==> config.mk <==
export PLATFORM = sky130hd
export DESIGN_NAME = uart_top
export DESIGN_NICKNAME = d
export VERILOG_FILES = /design/src/design/uart_pkg.sv /design/src/design/uart_top.sv /design/src/design/uart_regs.sv /design/src/design/uart_rx.sv /design/src/design/uart_tx.sv
export VERILOG_INCLUDE_DIRS = /design/src /design/src/include
export SDC_FILE = /design/constraint.sdc
export NUM_CORES = 1
export LEC_CHECK = 0
export BUFFER_PORTS_ARGS = -buffer_cell sky130_fd_sc_hd__buf_2
export CAP_MARGIN = 5
export CORE_MARGIN = 2
export CORE_UTILIZATION = 60
export DETAILED_ROUTE_END_ITERATION = 16
export PLACE_DENSITY = 0.81
export SYNTH_ARGS = -nofsm -noshare
export SYNTH_HDL_FRONTEND = slang
export SYNTH_SLANG_ARGS = --single-unit
==> constraint.sdc <==
create_clock -name clk -period 3.6 [get_ports clk]
set_input_delay 0.18 -clock clk [delete_from_list [all_inputs] [get_ports clk]]
set_output_delay 0.18 -clock clk [all_outputs]
set_load 0.02 [all_outputs]
==> src/include/uart_config.svh <==
`ifndef UART_CONFIG_SVH
`define UART_CONFIG_SVH

// clock cycles per serial bit after reset.
`define UART_DEFAULT_DIV 16'd16

// divisor writes below this value are dropped.
`define UART_MIN_DIV 16'd4

// constant word returned at the id address.
`define UART_ID 32'hbeef0023

`endif
==> src/design/uart_pkg.sv <==
package uart_pkg;

  // host register map with address 3 unused and reading zero.
  typedef enum logic [1:0] {
    UART_DATA = 2'd0,
    UART_DIV  = 2'd1,
    UART_ID   = 2'd2
  } uart_addr_e;

  // clock cycles per bit.
  typedef logic [15:0] uart_div_t;

  // status word returned on a read of UART_DATA.
  typedef struct packed {
    logic [18:0] reserved;
    logic        frame_err;
    logic        overrun;
    logic        rx_valid;
    logic        tx_pending;
    logic        tx_ready;
    logic [7:0]  rx_byte;
  } uart_status_t;

  typedef struct packed {
    logic [23:0] unused;
    logic [7:0]  tx_byte;
  } uart_wdata_tx_t;

  typedef struct packed {
    logic [15:0] unused;
    uart_div_t   div;
  } uart_wdata_div_t;

  // the host write word, decoded by address.
  typedef union packed {
    uart_wdata_tx_t  tx_view;
    uart_wdata_div_t div_view;
  } uart_wdata_u;

endpackage

==> src/design/uart_top.sv <==
module uart_top (
  input  logic                 clk,
  input  logic                 rst_n,
  input  logic                 rx,
  input  logic                 select,
  input  logic                 write,
  input  uart_pkg::uart_addr_e address,
  input  logic [3:0]           be,
  input  logic [31:0]          data_in,
  output logic                 tx,
  output logic [31:0]          data_out
);
  import uart_pkg::*;

  logic       tx_start;
  logic       tx_ready;
  logic [7:0] tx_byte;
  logic       rx_done;
  logic [7:0] rx_data;
  logic       rx_stop_ok;
  uart_div_t  div;

  uart_regs regs_i (
    .clk        (clk),
    .rst_n      (rst_n),
    .select     (select),
    .write      (write),
    .address    (address),
    .be         (be),
    .data_in    (data_in),
    .tx_ready   (tx_ready),
    .rx_done    (rx_done),
    .rx_data    (rx_data),
    .rx_stop_ok (rx_stop_ok),
    .data_out   (data_out),
    .tx_start   (tx_start),
    .tx_byte    (tx_byte),
    .div        (div)
  );

  uart_tx tx_i (
    .clk        (clk),
    .rst_n      (rst_n),
    .start      (tx_start),
    .data       (tx_byte),
    .div        (div),
    .ready      (tx_ready),
    .serial_out (tx)
  );

  uart_rx rx_i (
    .clk       (clk),
    .rst_n     (rst_n),
    .serial_in (rx),
    .div       (div),
    .done      (rx_done),
    .data      (rx_data),
    .stop_ok   (rx_stop_ok)
  );

endmodule

==> src/design/uart_regs.sv <==
`include "uart_config.svh"

module uart_regs (
  input  logic                 clk,
  input  logic                 rst_n,
  input  logic                 select,
  input  logic                 write,
  input  uart_pkg::uart_addr_e address,
  input  logic [3:0]           be,
  input  logic [31:0]          data_in,
  input  logic                 tx_ready,
  input  logic                 rx_done,
  input  logic [7:0]           rx_data,
  input  logic                 rx_stop_ok,
  output logic [31:0]          data_out,
  output logic                 tx_start,
  output logic [7:0]           tx_byte,
  output uart_pkg::uart_div_t  div
);
  import uart_pkg::*;

  uart_wdata_u  wdata;
  uart_status_t status;

  logic       host_wr;
  logic       host_rd;
  logic       host_idle;
  logic       tx_wr;
  logic       div_wr;
  logic       tx_pending;
  logic [7:0] rx_byte;
  logic       rx_valid;
  logic       rx_taken;
  logic       overrun;
  logic       frame_err;

  assign wdata     = data_in;
  assign host_wr   = select && write;
  assign host_rd   = select && !write;
  assign host_idle = !select && !write;

  // a transmit write is dropped while the transmitter is busy.
  assign tx_wr  = host_wr && (address == UART_DATA) && be[0] && tx_ready;
  assign div_wr = host_wr && (address == UART_DIV) && (be[1:0] == 2'b11) &&
                  (wdata.div_view.div >= `UART_MIN_DIV);

  assign tx_start = tx_pending && tx_ready;

  always_ff @(posedge clk) begin
    if (tx_wr) begin
      tx_byte <= wdata.tx_view.tx_byte;
    end
  end

  always_ff @(posedge clk or negedge rst_n) begin
    if (!rst_n) begin
      tx_pending <= 1'b0;
      div        <= `UART_DEFAULT_DIV;
    end else begin
      if (tx_wr) begin
        tx_pending <= 1'b1;
      end else if (tx_start) begin
        tx_pending <= 1'b0;
      end
      if (div_wr) begin
        div <= wdata.div_view.div;
      end
    end
  end

  // a status read marks the byte taken, the next idle cycle releases it.
  always_ff @(posedge clk or negedge rst_n) begin
    if (!rst_n) begin
      rx_byte   <= '0;
      rx_valid  <= 1'b0;
      rx_taken  <= 1'b0;
      overrun   <= 1'b0;
      frame_err <= 1'b0;
    end else if (rx_done) begin
      rx_byte   <= rx_data;
      rx_valid  <= 1'b1;
      rx_taken  <= 1'b0;
      overrun   <= overrun || (rx_valid && !rx_taken);
      frame_err <= frame_err || !rx_stop_ok;
    end else if (host_rd && (address == UART_DATA) && rx_valid) begin
      rx_taken <= 1'b1;
    end else if (host_idle && rx_taken) begin
      rx_valid  <= 1'b0;
      rx_taken  <= 1'b0;
      overrun   <= 1'b0;
      frame_err <= 1'b0;
    end
  end

  always_comb begin
    status            = '0;
    status.frame_err  = frame_err;
    status.overrun    = overrun;
    status.rx_valid   = rx_valid;
    status.tx_pending = tx_pending;
    status.tx_ready   = tx_ready;
    status.rx_byte    = rx_byte;
  end

  always_comb begin
    data_out = '0;
    if (host_rd) begin
      case (address)
        UART_DATA: data_out = status;
        UART_DIV:  data_out = {16'h0000, div};
        UART_ID:   data_out = `UART_ID;
        default:   data_out = '0;
      endcase
    end
  end

  // both serial engines count on a divisor large enough for mid-bit sampling.
  div_above_min: assert property (
    @(posedge clk) disable iff (!rst_n) div >= `UART_MIN_DIV
  ) else $error("uart_regs: divisor %0d below minimum", div);

endmodule

==> src/design/uart_rx.sv <==
module uart_rx (
  input  logic                clk,
  input  logic                rst_n,
  input  logic                serial_in,
  input  uart_pkg::uart_div_t div,
  output logic                done,
  output logic [7:0]          data,
  output logic                stop_ok
);
  import uart_pkg::*;

  typedef enum logic [1:0] {
    RX_IDLE,
    RX_START,
    RX_DATA,
    RX_STOP
  } rx_state_e;

  rx_state_e  state;
  logic       sync_1;
  logic       sync_2;
  logic       line_prev;
  logic       fall;
  uart_div_t  div_q;
  uart_div_t  half_div;
  uart_div_t  cyc_cnt;
  logic [2:0] bit_cnt;
  logic       bit_end;

  assign fall     = line_prev && !sync_2;
  assign half_div = div_q >> 1;
  assign bit_end  = (cyc_cnt == div_q - 16'd1);

  // two flops against metastability and a third for the edge.
  always_ff @(posedge clk or negedge rst_n) begin
    if (!rst_n) begin
      sync_1    <= 1'b1;
      sync_2    <= 1'b1;
      line_prev <= 1'b1;
    end else begin
      sync_1    <= serial_in;
      sync_2    <= sync_1;
      line_prev <= sync_2;
    end
  end

  always_ff @(posedge clk or negedge rst_n) begin
    if (!rst_n) begin
      state   <= RX_IDLE;
      div_q   <= '0;
      cyc_cnt <= '0;
      bit_cnt <= '0;
      data    <= '0;
      done    <= 1'b0;
      stop_ok <= 1'b0;
    end else begin
      done <= 1'b0;
      case (state)
        RX_IDLE: begin
          if (fall) begin
            state   <= RX_START;
            div_q   <= div;
            cyc_cnt <= '0;
          end
        end
        RX_START: begin
          // middle of the start bit; a high line here was a glitch.
          if (cyc_cnt == half_div) begin
            cyc_cnt <= '0;
            bit_cnt <= '0;
            state   <= sync_2 ? RX_IDLE : RX_DATA;
          end else begin
            cyc_cnt <= cyc_cnt + 16'd1;
          end
        end
        RX_DATA: begin
          if (bit_end) begin
            cyc_cnt <= '0;
            data    <= {sync_2, data[7:1]};
            bit_cnt <= bit_cnt + 3'd1;
            if (bit_cnt == 3'd7) begin
              state <= RX_STOP;
            end
          end else begin
            cyc_cnt <= cyc_cnt + 16'd1;
          end
        end
        RX_STOP: begin
          if (bit_end) begin
            done    <= 1'b1;
            stop_ok <= sync_2;
            state   <= RX_IDLE;
          end else begin
            cyc_cnt <= cyc_cnt + 16'd1;
          end
        end
        default: state <= RX_IDLE;
      endcase
    end
  end

  // a frame is at least ten bits long, so done cannot repeat at once.
  done_single_cycle: assert property (
    @(posedge clk) disable iff (!rst_n) done |=> !done
  ) else $error("uart_rx: done held for two cycles");

endmodule

==> src/design/uart_tx.sv <==
module uart_tx (
  input  logic                clk,
  input  logic                rst_n,
  input  logic                start,
  input  logic [7:0]          data,
  input  uart_pkg::uart_div_t div,
  output logic                ready,
  output logic                serial_out
);
  import uart_pkg::*;

  logic       busy;
  uart_div_t  div_q;
  uart_div_t  cyc_cnt;
  logic [3:0] bit_cnt;
  logic [8:0] shift_q;
  logic       bit_end;

  // last cycle of the bit currently on the line.
  assign bit_end = (cyc_cnt == div_q - 16'd1);

  assign ready = !busy;

  // bit_cnt 0 is the start bit, 1 to 8 the data bits, 9 the stop bit.
  always_ff @(posedge clk or negedge rst_n) begin
    if (!rst_n) begin
      busy       <= 1'b0;
      serial_out <= 1'b1;
      div_q      <= '0;
      cyc_cnt    <= '0;
      bit_cnt    <= '0;
      shift_q    <= '1;
    end else if (!busy) begin
      if (start) begin
        // the start bit goes out right away.
        busy       <= 1'b1;
        serial_out <= 1'b0;
        shift_q    <= {1'b1, data};
        div_q      <= div;
        cyc_cnt    <= '0;
        bit_cnt    <= '0;
      end
    end else if (bit_end) begin
      cyc_cnt <= '0;
      if (bit_cnt == 4'd9) begin
        busy <= 1'b0;
      end else begin
        serial_out <= shift_q[0];
        shift_q    <= {1'b1, shift_q[8:1]};
        bit_cnt    <= bit_cnt + 4'd1;
      end
    end else begin
      cyc_cnt <= cyc_cnt + 16'd1;
    end
  end

  // the register block must wait for ready before it starts a frame.
  start_needs_ready: assert property (
    @(posedge clk) disable iff (!rst_n) start |-> ready
  ) else $error("uart_tx: start while busy");

endmodule

---- After elaboration in Yosys (flattened, before gate mapping) ----
Index checks and enable logic that the tools add are counted.
storage, ports and cells
  register bits after elaboration ......... 134
  bits of input ports ..................... 43
  output and inout port bits .............. 33
  logic and storage cells ................. 137
operators by class
  $add $sub $neg .......................... 6
  $lt $le $gt $ge ......................... 1
  eq/ne operators ......................... 20
  multiplexer cells ....................... 46
  bitwise gates (word level) .............. 1
  reductions and logical operators ........ 39
operators by type and width
  cell                     number
  $mux W16                 7
  $pmux W32 S3             1
  $pmux W16 S4             1
  $mux W9                  4
  $add A16 B1 Y16 const B  2
  $eq A16 B16 Y1           2
  $mux W32                 1
  $sub A16 B1 Y16 const B  2
  $mux W1                  18
  $eq A16 B15 Y1           1
  $ge A16 B3 Y1 const B    1
  $mux W4                  4
  $logic_and A1 B1 Y1      15
  $mux W2                  6
  $ne A2 B1 Y1 const B     6
  $reduce_and A2 Y1        6
  $eq A2 B2 Y1 const B     4
  $pmux W2 S4              1
  $reduce_bool A2 Y1       4
  $logic_not A1 Y1         6
  $mux W3                  2
  $ne A2 B2 Y1 const B     3
  $pmux W3 S2              1
  $reduce_and A3 Y1        2
  10 further kinds         13

---- Depth between registers and ports, before layout ----
Gate-level depths: netlist of the first run.
  word-level depth ........................ 6
  mapped depth ............................ 11
  mapped depth without buffers ............ 9

---- Cells and area by module ----
From an unflattened synthesis of the first run, not the netlist that was laid out.
second synthesis, totals
  cells, all modules ...................... 829
  area, all modules ....................... 8142.8 µm²
modules (own cells, without submodules)
  module     instances  cells each  area each (µm²)  seq. area each (µm²)
  uart_rx    1          314         3115.5           1255.0
  uart_tx    1          310         2831.5           1162.4
  uart_regs  1          205         2195.9           967.2

---- Worst setup path before layout of the first run ----
OpenSTA, ideal clock, no wires.
  kind .................................... reg-to-reg
  start ................................... reg rx_i.div_q[0]
  end ..................................... reg rx_i.cyc_cnt[13]
  setup time .............................. 0.134 ns
  arrival time ............................ 2.602 ns
  data required time ...................... 3.466 ns
  slack ................................... 0.864 ns
  cell stages (with the launch flop) ...... 12
  buffers on the path ..................... 2
  clock period less this slack ............ 2.736 ns
  cell sequence ........................... dfrtp_1 -> inv_1 -> ha_1 -> nor3b_1 -> a211oi_1 -> or3b_1 -> and4_4 -> and4_1 -> buf_6 -> a21boi_4 -> buf_6 -> o221ai_2
on the way
  cells in the longest elaborated chain, start to end .. 4
  elaborated cells on any way between the ends .. 6
  those cells by class .................... 1 x add/sub; 2 x eq/ne; 2 x mux; 1 x reduce/logical
RTL lines
  item                                                      RTL line       text
  from (decl)                                               uart_rx.sv:24  uart_div_t div_q;
  from (signal assigned)                                    uart_rx.sv:62  div_q <= div;
  $sub A16 B1 Y16 *                                         uart_rx.sv:32  assign bit_end = (cyc_cnt == div_q - 16'd1);
  $eq A16 B16 Y1 *                                          uart_rx.sv:32
  $mux W16 / $ne A2 B2 Y1 (equally long branches)           -
  $pmux W16 S4 / $reduce_and A2 Y1 (equally long branches)  -
  to (signal assigned)                                      uart_rx.sv:73  cyc_cnt <= cyc_cnt + 16'd1;
  to (signal assigned)                                      uart_rx.sv:85  cyc_cnt <= cyc_cnt + 16'd1;
  to (signal assigned)                                      uart_rx.sv:94  cyc_cnt <= cyc_cnt + 16'd1;
  to (decl)                                                 uart_rx.sv:26  uart_div_t cyc_cnt;
Mark *: on every way between the ends. The rest lies on a longest branch, timed or not.
A chain may end at the register's enable or synchronous reset.

---- Worst setup path after layout of the first run ----
  start ................................... reg rx_i.div_q[7]
  end ..................................... reg rx_i.data[7]
on the way
  cells in the longest elaborated chain, start to end .. 3
RTL lines
  item                                RTL line       text
  $sub A16 B1 Y16                     uart_rx.sv:32
  $eq A16 B16 Y1                      uart_rx.sv:32
  $reduce_and A2 Y1 (no source line)  -
  to (signal assigned)                uart_rx.sv:79  data <= {sync_2, data[7:1]};
  to (decl)                           uart_rx.sv:7   output logic [7:0] data,
No other way between the ends.

==> key figures, run 1 <==
Status
  • Run status: finished clean

Yosys
  • Sequential fraction of the synthesis area: 43.6%
  • Post-synthesis async set-or-reset flop share: 94.0%
  • Largest area contributor in the synthesized netlist: dfrtp_1
  • Count of flip-flops with a built-in enable after synthesis: 8
  • Fraction of synthesized cell area taken by the top area cell type: 36.1%
  • Post-synthesis register bit count: between 100 and 150
  • Syn. warnings: 0
  • Primary FF master, synth: dfrtp_1
  • Synthesized instance count: 767
  • Synth Area per Inst: 10.1 sq um
  • Top cells by area, synth: dfrtp_1 (36%), mux2_2 (7.5%), dfstp_2 (4.4%), xnor2_1 (3.6%), edfxtp_1 (3.1%)
  • Unique cell type count in the Yosys netlist: between 70 and 80
  • Post-Synthesis Cell Area: 0.00777 sq mm

Die
  • Number of primary I/O pins: 76
  • Die area: 0.0139 sq mm
  • Die width: approximately 120 um
  • Die boundary height: about 120 um
  • Initial Utilization: 61.6%
  • Area inside the core boundary: 0.0126 sq mm
  • Cell row count: 41

Layout
  • Area growth from synthesis to layout: 12.3%
  • Final layout net count: approximately 850
  • Sequential standard cell area: around 0.0034 sq mm
  • Fraction of layout cells with a size suffix above 1: between 20 and 25%
  • Area occupied by multi-input gates: 0.00391 sq mm
  • Antenna Diode Count: 0
  • Filler cell count: a little over 900
  • Number of non-filler instances in the completed layout: ~980
  • Post-layout util: roughly 69%

GRT
  • Wire length of the first global-routing pass: approximately 32000 um
  • Grt total ovfl: 0
  • Number of antenna violations at the first check in global routing: 0
  • Vias in the first global route: 6275
  • Total routing usage reported by global routing: 28.5%
  • Largest net degree at the start of global routing: 75

Placed design
  • Half-perimeter wire length of the detailed placement result: 12700 um
  • Last weighted congestion value of the routability-driven placer: 0.919
  • DP Cell Count: 940
  • Count of buffers from port buffering: 54
  • Worst setup slack before clock tree synthesis: between 0.4 and 0.5 ns

Clock network
  • Clk root buf: clkbuf_16
  • CTS sink count: 133
  • CTS Buf Count: 17
  • Cts repair resizes: 0
  • CTS H-tree depth: 4
  • Number of buffers inserted to repair setup after CTS: 0
  • Clock slew seen by the registers of the worst setup and hold paths: 0.06 ns
  • Clock tree from TritonCTS: done
  • Maximum clock path buffer count: 2
  • Source-to-sink clock delay at the later pin of the worst-skew pair: 0.43 ns

Worst setup path
  • Flop2flop setup slack: 0.37 ns
  • Type of the setup path with the least slack: flop to flop
  • Slowest stage delay, CP: ~0.58 ns
  • Required time of the critical path: slightly below 4 ns
  • Gate family responsible for the most delay along the worst path: simple AND/OR/NAND/NOR gates
  • Maximum fanout along the worst path: 11
  • Crit end category: flop
  • R2R depth: 7
  • Combined buffer and inverter count along the critical path: 0
  • Depth of the critical timing path with buffers and inverters included: 7
  • CP max-delay cell: and4_1
  • CP arrival: approximately 3.5 ns
  • Cells traversed along the worst timing path: or4_4 -> nor4_1 -> a21oi_1 -> nor4_4 -> and4_1 -> nand2_4 -> mux2_1
  • Crit path launch type: flop

Hold path
  • Number of instances on the worst hold path: 2
  • Class of the worst hold path: input pin to flop

STA
  • Transition time at the pin with the least slew margin: 1.14 ns
  • Worst max-slew margin expressed relative to the limit: 23.6%
  • Period Utilization, post-route: between 80% and 90%
  • Pins over their slew limit: 0
  • Min cycle time layout: approximately 3.2 ns
  • Hold Vio Cnt, Final: 0
  • Least setup slack across all paths after layout: 0.370 ns
  • Worst Skew: 0.0117 ns
  • Setup TNS: 0 ns
  • Setup repair after global routing missed its margin: no
  • Final setup vio count: 0
  • Max Fclk: 310 MHz

Detailed routing
  • Number of remaining DRC errors: 0
  • Residual antenna-violating net count after detailed routing: 0
  • DR iter-0 viols: about 480
  • Routed Wire Length: 19200 um
  • Average wire length per cell after detail routing: around 20 um
  • Via count normalized by instance count: approximately 6.4
  • Number of detailed-route iterations in the first pass: 5
  • Vias after detailed routing: 6327

Flow run
  • Count of maximum capacitance violations: 0

Power and ir drop
  • Lkg Pwr: 4.03 nW
  • IR drop worst, VDD: 464 uV
  • Power density over the cells: 632 mW/mm^2
==> sequential cells by signal, indices dropped and copies added (netlist names), 16 cells and up, named ones only <==
| register | flops |
|---|---|
| rx_i.cyc_cnt | 16 |
| rx_i.div_q | 16 |
| tx_i.cyc_cnt | 16 |
| tx_i.div_q | 16 |
| regs_i.div | 16 |
==> power breakdown <==
part           leakage [nW]  switching (mW)  total [mW]  internal [mW]
clock network         0.299           0.681        1.78           1.10
registers              1.71           0.346        2.05           1.71
logic                  2.02           0.982        1.69          0.705
==> synthesized netlist by cell type, types with 13 or more instances <==
cell type	instances
nor4_1	16
mux2_2	52
dfstp_2	13
o21ai_0	28
nand3_1	14
inv_1	36
nand2_1	54
a21o_1	15
o221ai_1	16
nor3_1	17
xnor2_1	32
dfrtp_1	112
nor2_1	43
clkbuf_1	35
xor2_1	20
and3_1	16
buf_4	15
==> per-layer routing <==
layer / vias to the layer above / GRT usage [%] / share of wire [%]
met3: 37 / 4.89 / 6.7
li1: 2862 / - / -
met5: - / 0 / 0
met4: 0 / 10.7 / 1.7
met1: 3114 / 38.2 / 42
met2: 314 / 46.4 / 49
==> cell usage in the layout, fill, tap and decap left out, types with 4 or more instances in the layout <==
| master | netlist | routed |
|---|---|---|
| a211oi_1 | 6 | 6 |
| a21o_1 | 15 | 15 |
| a21oi_1 | 11 | 11 |
| a22o_1 | 12 | 12 |
| a22oi_1 | 9 | 9 |
| a31oi_1 | 5 | 5 |
| and2_1 | 8 | 8 |
| and3_1 | 16 | 16 |
| buf_2 | 11 | 54 |
| buf_4 | 15 | 13 |
| clkbuf_16 | 0 | 17 |
| clkinv_4 | 0 | 5 |
| dfrtp_1 | 112 | 112 |
| dfstp_2 | 13 | 13 |
| dlygate4sd3_1 | 0 | 10 |
| edfxtp_1 | 8 | 8 |
| ha_1 | 12 | 12 |
| inv_1 | 36 | 36 |
| mux2_1 | 8 | 8 |
| mux2_2 | 52 | 52 |
| nand2_1 | 54 | 54 |
| nand2b_1 | 8 | 8 |
| nand3_1 | 14 | 14 |
| nand3b_1 | 4 | 4 |
| nand4_1 | 12 | 12 |
| nor2_1 | 43 | 43 |
| nor3_1 | 17 | 17 |
| nor3b_1 | 12 | 12 |
| nor4_1 | 16 | 16 |
| o2111ai_1 | 5 | 5 |
| o211ai_1 | 9 | 9 |
| o21ai_0 | 28 | 28 |
| o21ai_1 | 7 | 7 |
| o221ai_1 | 16 | 16 |
| or3_1 | 7 | 7 |
| or4_1 | 5 | 5 |
| xnor2_1 | 32 | 32 |
| xor2_1 | 20 | 20 |
==> final cells by class <==
class	instances	share of cell area, %
clock inverter	14	2.01
inverter	36	1.55
tap	172	2.47
timing repair buffer	77	5.37
multi-input combinational	533	44.9
sequential	133	38.8
clock buffer	18	4.92
==> stage by stage <==
stage	power, mW	cell area (sq um)	hold slack (ns)
2_1_floorplan	3.22	7770	-0.116
3_3_place_gp	3.58	8010	0.286
3_5_place_dp	3.67	8010	0.294
4_1_cts	5.48	8720	0.00433
5_1_grt	5.76	8720	0.0168
6_report	5.52	8720	0.0136
==> path summary, 6_finish.rpt <==
check	endpoint	startpoint
worst max-delay path	rx_i.data[7]	rx_i.div_q[7]
worst min-delay path	regs_i.div[15]	data_in[15]
worst max register to register	rx_i.data[7]	rx_i.div_q[7]
worst min register to register	rx_i.sync_2	rx_i.sync_1
max in group asynchronous	rx_i.div_q[12]	rst_n
min in group asynchronous	rx_i.data[3]	rst_n
==> logic make-up (layout without fill, tap and decap cells) <==
kind of cell,Yosys count,count (layout),synth area share (%)
compound gates,160,160,15.5
flops,133,133,43.6
mux,66,66,9.66
buf+inv,103,145,6.17
simple gates,240,240,17.2
xor+xnor,52,52,5.86
other cells,1,3,0.0483
fa+ha+maj,12,12,1.93
==> repair_timing <==
item | 4_1_cts | 5_1_grt
endpoints found under the setup margin | 0 | 0
endpoints found under the hold margin | 70 | 0
hold buffers | 10 | 0
Power figures use the tool's default switching activity.
==> run 2, diff against run 1 <==
--- a/config.mk
+++ b/config.mk
@@ -6,12 +6,14 @@
 export SDC_FILE = /design/constraint.sdc
 export NUM_CORES = 1
 export LEC_CHECK = 0
+export ABC_CLOCK_PERIOD_IN_PS = 3600
 export BUFFER_PORTS_ARGS = -buffer_cell sky130_fd_sc_hd__buf_2
 export CAP_MARGIN = 5
 export CORE_MARGIN = 2
 export CORE_UTILIZATION = 60
 export DETAILED_ROUTE_END_ITERATION = 16
-export PLACE_DENSITY = 0.81
+export PLACE_DENSITY = 0.8
 export SYNTH_ARGS = -nofsm -noshare
 export SYNTH_HDL_FRONTEND = slang
+export SYNTH_HIERARCHICAL = 1
 export SYNTH_SLANG_ARGS = --single-unit
==> key figures, run 2 <==
Clock network
  • CTS sink count: between 100 and 150
  • Cts repair resizes: 0
  • Clock slew seen by the registers of the worst setup and hold paths: 0.06 ns
  • Source-to-sink clock delay at the later pin of the worst-skew pair: 0.42 ns
  • Number of buffers inserted to repair setup after CTS: 0
  • CTS H-tree depth: 4
  • CTS Buf Count: 17
  • Maximum clock path buffer count: 2
  • Clk root buf: clkbuf_16
  • Hold bufs inserted after CTS: 6
  • Clock tree from TritonCTS: done

Hold path
  • Class of the worst hold path: input pin to flop

Die
  • Die width: 120 um
  • Cell row count: 42
  • Initial Utilization: approximately three fifths
  • Die area: ~0.015 sq mm
  • Die boundary height: 120 um
  • Area inside the core boundary: 0.0132 sq mm
  • Number of primary I/O pins: 76

GRT
  • Largest net degree at the start of global routing: 65
  • Grt total ovfl: 0
  • Wire length of the first global-routing pass: ~32000 um
  • Vias in the first global route: 6399
  • Number of antenna violations at the first check in global routing: 0
  • Total routing usage reported by global routing: 28.1%

Worst setup path
  • Crit end category: flop
  • Endpoint of the worst register-to-register path: rx_i/data[4]
  • Slowest stage delay, CP: 0.53 ns
  • Flop2flop setup slack: 0.13 ns
  • CP max-delay cell: or4b_1
  • End of the critical path: rx_i/data[4]
  • Required time of the critical path: ~4 ns
  • Maximum fanout along the worst path: 9
  • Gate family responsible for the most delay along the worst path: simple AND/OR/NAND/NOR gates
  • CP arrival: between 3 and 4 ns
  • Cells traversed along the worst timing path: inv_1 -> ha_1 -> or4b_1 -> o41ai_1 -> nand4b_1 -> nand3b_4 -> nor4_4 -> and3_1 -> mux2_1
  • Combined buffer and inverter count along the critical path: 1
  • R2R depth: 9
  • Crit path launch type: flop
  • Timing startpoint of the critical path: rx_i/div_q[0]
  • Depth of the critical timing path with buffers and inverters included: 9
  • Type of the setup path with the least slack: flop to flop
  • R2R Path Start: rx_i/div_q[0]

Yosys
  • Count of flip-flops with a built-in enable after synthesis: 8
  • Fraction of synthesized cell area taken by the top area cell type: between 30 and 40%
  • Post-synthesis async set-or-reset flop share: a little over nine tenths
  • Unique cell type count in the Yosys netlist: 83
  • Top cells by area, synth: dfrtp_1 (34%), dfstp_2 (4.2%), nand2_1 (4.1%), xor2_1 (3.3%), mux2_2 (3.3%)
  • Most numerous cell in the Yosys netlist: dfrtp_1
  • Post-Synthesis Cell Area: 0.00814 sq mm
  • Synthesized instance count: 829
  • Primary FF master, synth: dfrtp_1
  • Syn. warnings: 6
  • Post-synthesis register bit count: ~130
  • Largest area contributor in the synthesized netlist: dfrtp_1
  • Top cell types by occurrence after synthesis: dfrtp_1 (112), nand2_1 (90), nand3_1 (39)
  • Synth Area per Inst: approximately 10 sq um
  • Sequential fraction of the synthesis area: around two fifths

Detailed routing
  • Number of remaining DRC errors: 0
  • Vias after detailed routing: ~6.5k
  • DR iter-0 viols: around 600
  • Residual antenna-violating net count after detailed routing: 0
  • Number of detailed-route iterations in the first pass: 6
  • Average wire length per cell after detail routing: ~19 um
  • Routed Wire Length: 19300 um
  • Via count normalized by instance count: approximately 6.2

Placed design
  • Last weighted congestion value of the routability-driven placer: 0.941
  • Half-perimeter wire length of the detailed placement result: 13300 um
  • Placement Cell Area: 0.00828 sq mm
  • Count of buffers from port buffering: 54

Layout
  • Area growth from synthesis to layout: 9.94%
  • Most frequent standard cell in the layout excluding fill and tap cells: dfrtp_1
  • Antenna Diode Count: 0
  • Sequential standard cell area: roughly 0.0034 sq mm
  • Filler cell count: 999
  • Area occupied by multi-input gates: 0.00420 sq mm
  • Most frequent cells in the layout: dfrtp_1 (112), nand2_1 (90), buf_2 (53)
  • Final instance area: 0.00895 sq mm
  • Fraction of layout cells with a size suffix above 1: 20.8%
  • Final layout net count: between 900 and 1k

Power and ir drop
  • Internal cell power: a little over 4 mW
  • IR drop worst, VDD: 508 uV
  • Power density over the cells: 743 mW/mm^2
  • Lkg Pwr: 4.15 nW
  • Combinational fraction of design power: between 30% and 40%
  • Switch share: 38.5%
  • Sequential share of power: 34.2%
  • Net switching component of the power: 2.56 mW
  • Clock share of power: roughly a quarter

Flow run
  • Count of maximum capacitance violations: 0

STA
  • Min cycle time layout: between 3 and 4 ns
  • Worst Skew: 0.00961 ns
  • Setup TNS: 0 ns
  • Final setup vio count: 0
  • Transition time at the pin with the least slew margin: 1.05 ns
  • Pins over their slew limit: 0
  • Setup repair after global routing missed its margin: no
  • Hold Vio Cnt, Final: 0
  • Period Utilization, post-route: 96.4%
  • Max Fclk: 288 MHz
  • Worst max-slew margin expressed relative to the limit: 29.2%

Status
  • Run status: finished clean
[run 2: how the worst min path moves through the flow]
stage / slack (ns) / to / start / depth (start not counted)
6_report: 0.01 / regs_i/div[11] / data_in[11] / 3
5_1_grt: 0.005 / regs_i/tx_byte[3] / data_in[3] / 1
4_1_cts: 0.004 / regs_i/div[11] / data_in[11] / 3
3_5_place_dp: 0.29 / rx_i/sync_1 / rx / 1
3_3_place_gp: 0.29 / rx_i/sync_1 / rx / 1
2_1_floorplan: -0.12 / regs_i/div[0] / rst_n / 0
[run 2: logic make-up after synthesis]
logic type | count (synthesis) | share of synthesized area (%)
compound gates | 154 | 13.4
xor+xnor | 57 | 6.13
fa+ha+maj | 9 | 1.35
buf+inv | 95 | 7.08
flops | 133 | 41.6
mux | 44 | 5.92
other cells | 1 | 0.0461
simple gates | 336 | 24.5
[run 2: power groups by stage]
stage                     Sequential [mW]  Combinational (mW)  Clock [mW]
after floorplan                      2.04                2.17           0
after global placement               2.26                2.44           0
after detailed placement             2.29                2.55           0
after CTS                            2.26                2.58        1.79
after global routing                 2.32                2.86        1.86
final                                2.27                2.60        1.77
[run 2: worst reg2reg max path, cell delays in order, from the launching register on]
cell	delay, ns
dfrtp_1	0.43
inv_1	0.10
ha_1	0.25
or4b_1	0.53
o41ai_1	0.49
nand4b_1	0.18
nand3b_4	0.19
nor4_4	0.29
and3_1	0.52
mux2_1	0.38
[run 2: through the flow]
stage | setup WS [ns] | instances | total power [mW] | util [%] | hold slack [ns]
floorplan | 0.677 | 831 | 4.21 | - | -0.116
global placement | 0.299 | 1002 | 4.70 | 62.5 | 0.287
detailed placement | 0.219 | 1002 | 4.83 | 62.5 | 0.293
CTS | 0.201 | 1040 | 6.63 | 67.6 | 0.00354
global route | 0.0373 | 1040 | 7.05 | 67.6 | 0.00458
finish | 0.130 | 1040 | 6.65 | 67.6 | 0.0118
[run 2: final cells by class]
class,count,share of cell area (%)
Sequential cell,133,37.8
Clock inverter,12,1.72
Clock buffer,20,5.10
Multi-Input combinational cell,603,46.9
Timing Repair Buffer,76,5.20
Inverter,20,0.839
Tap cell,176,2.46
[run 2: layer usage]
metal	vias up	wire length, um	global-route usage [%]
met5	-	0	0
met3	29	1090	6.37
met4	0	318	8.65
met2	236	9730	47.1
met1	3219	8170	36.4
li1	3007	-	-
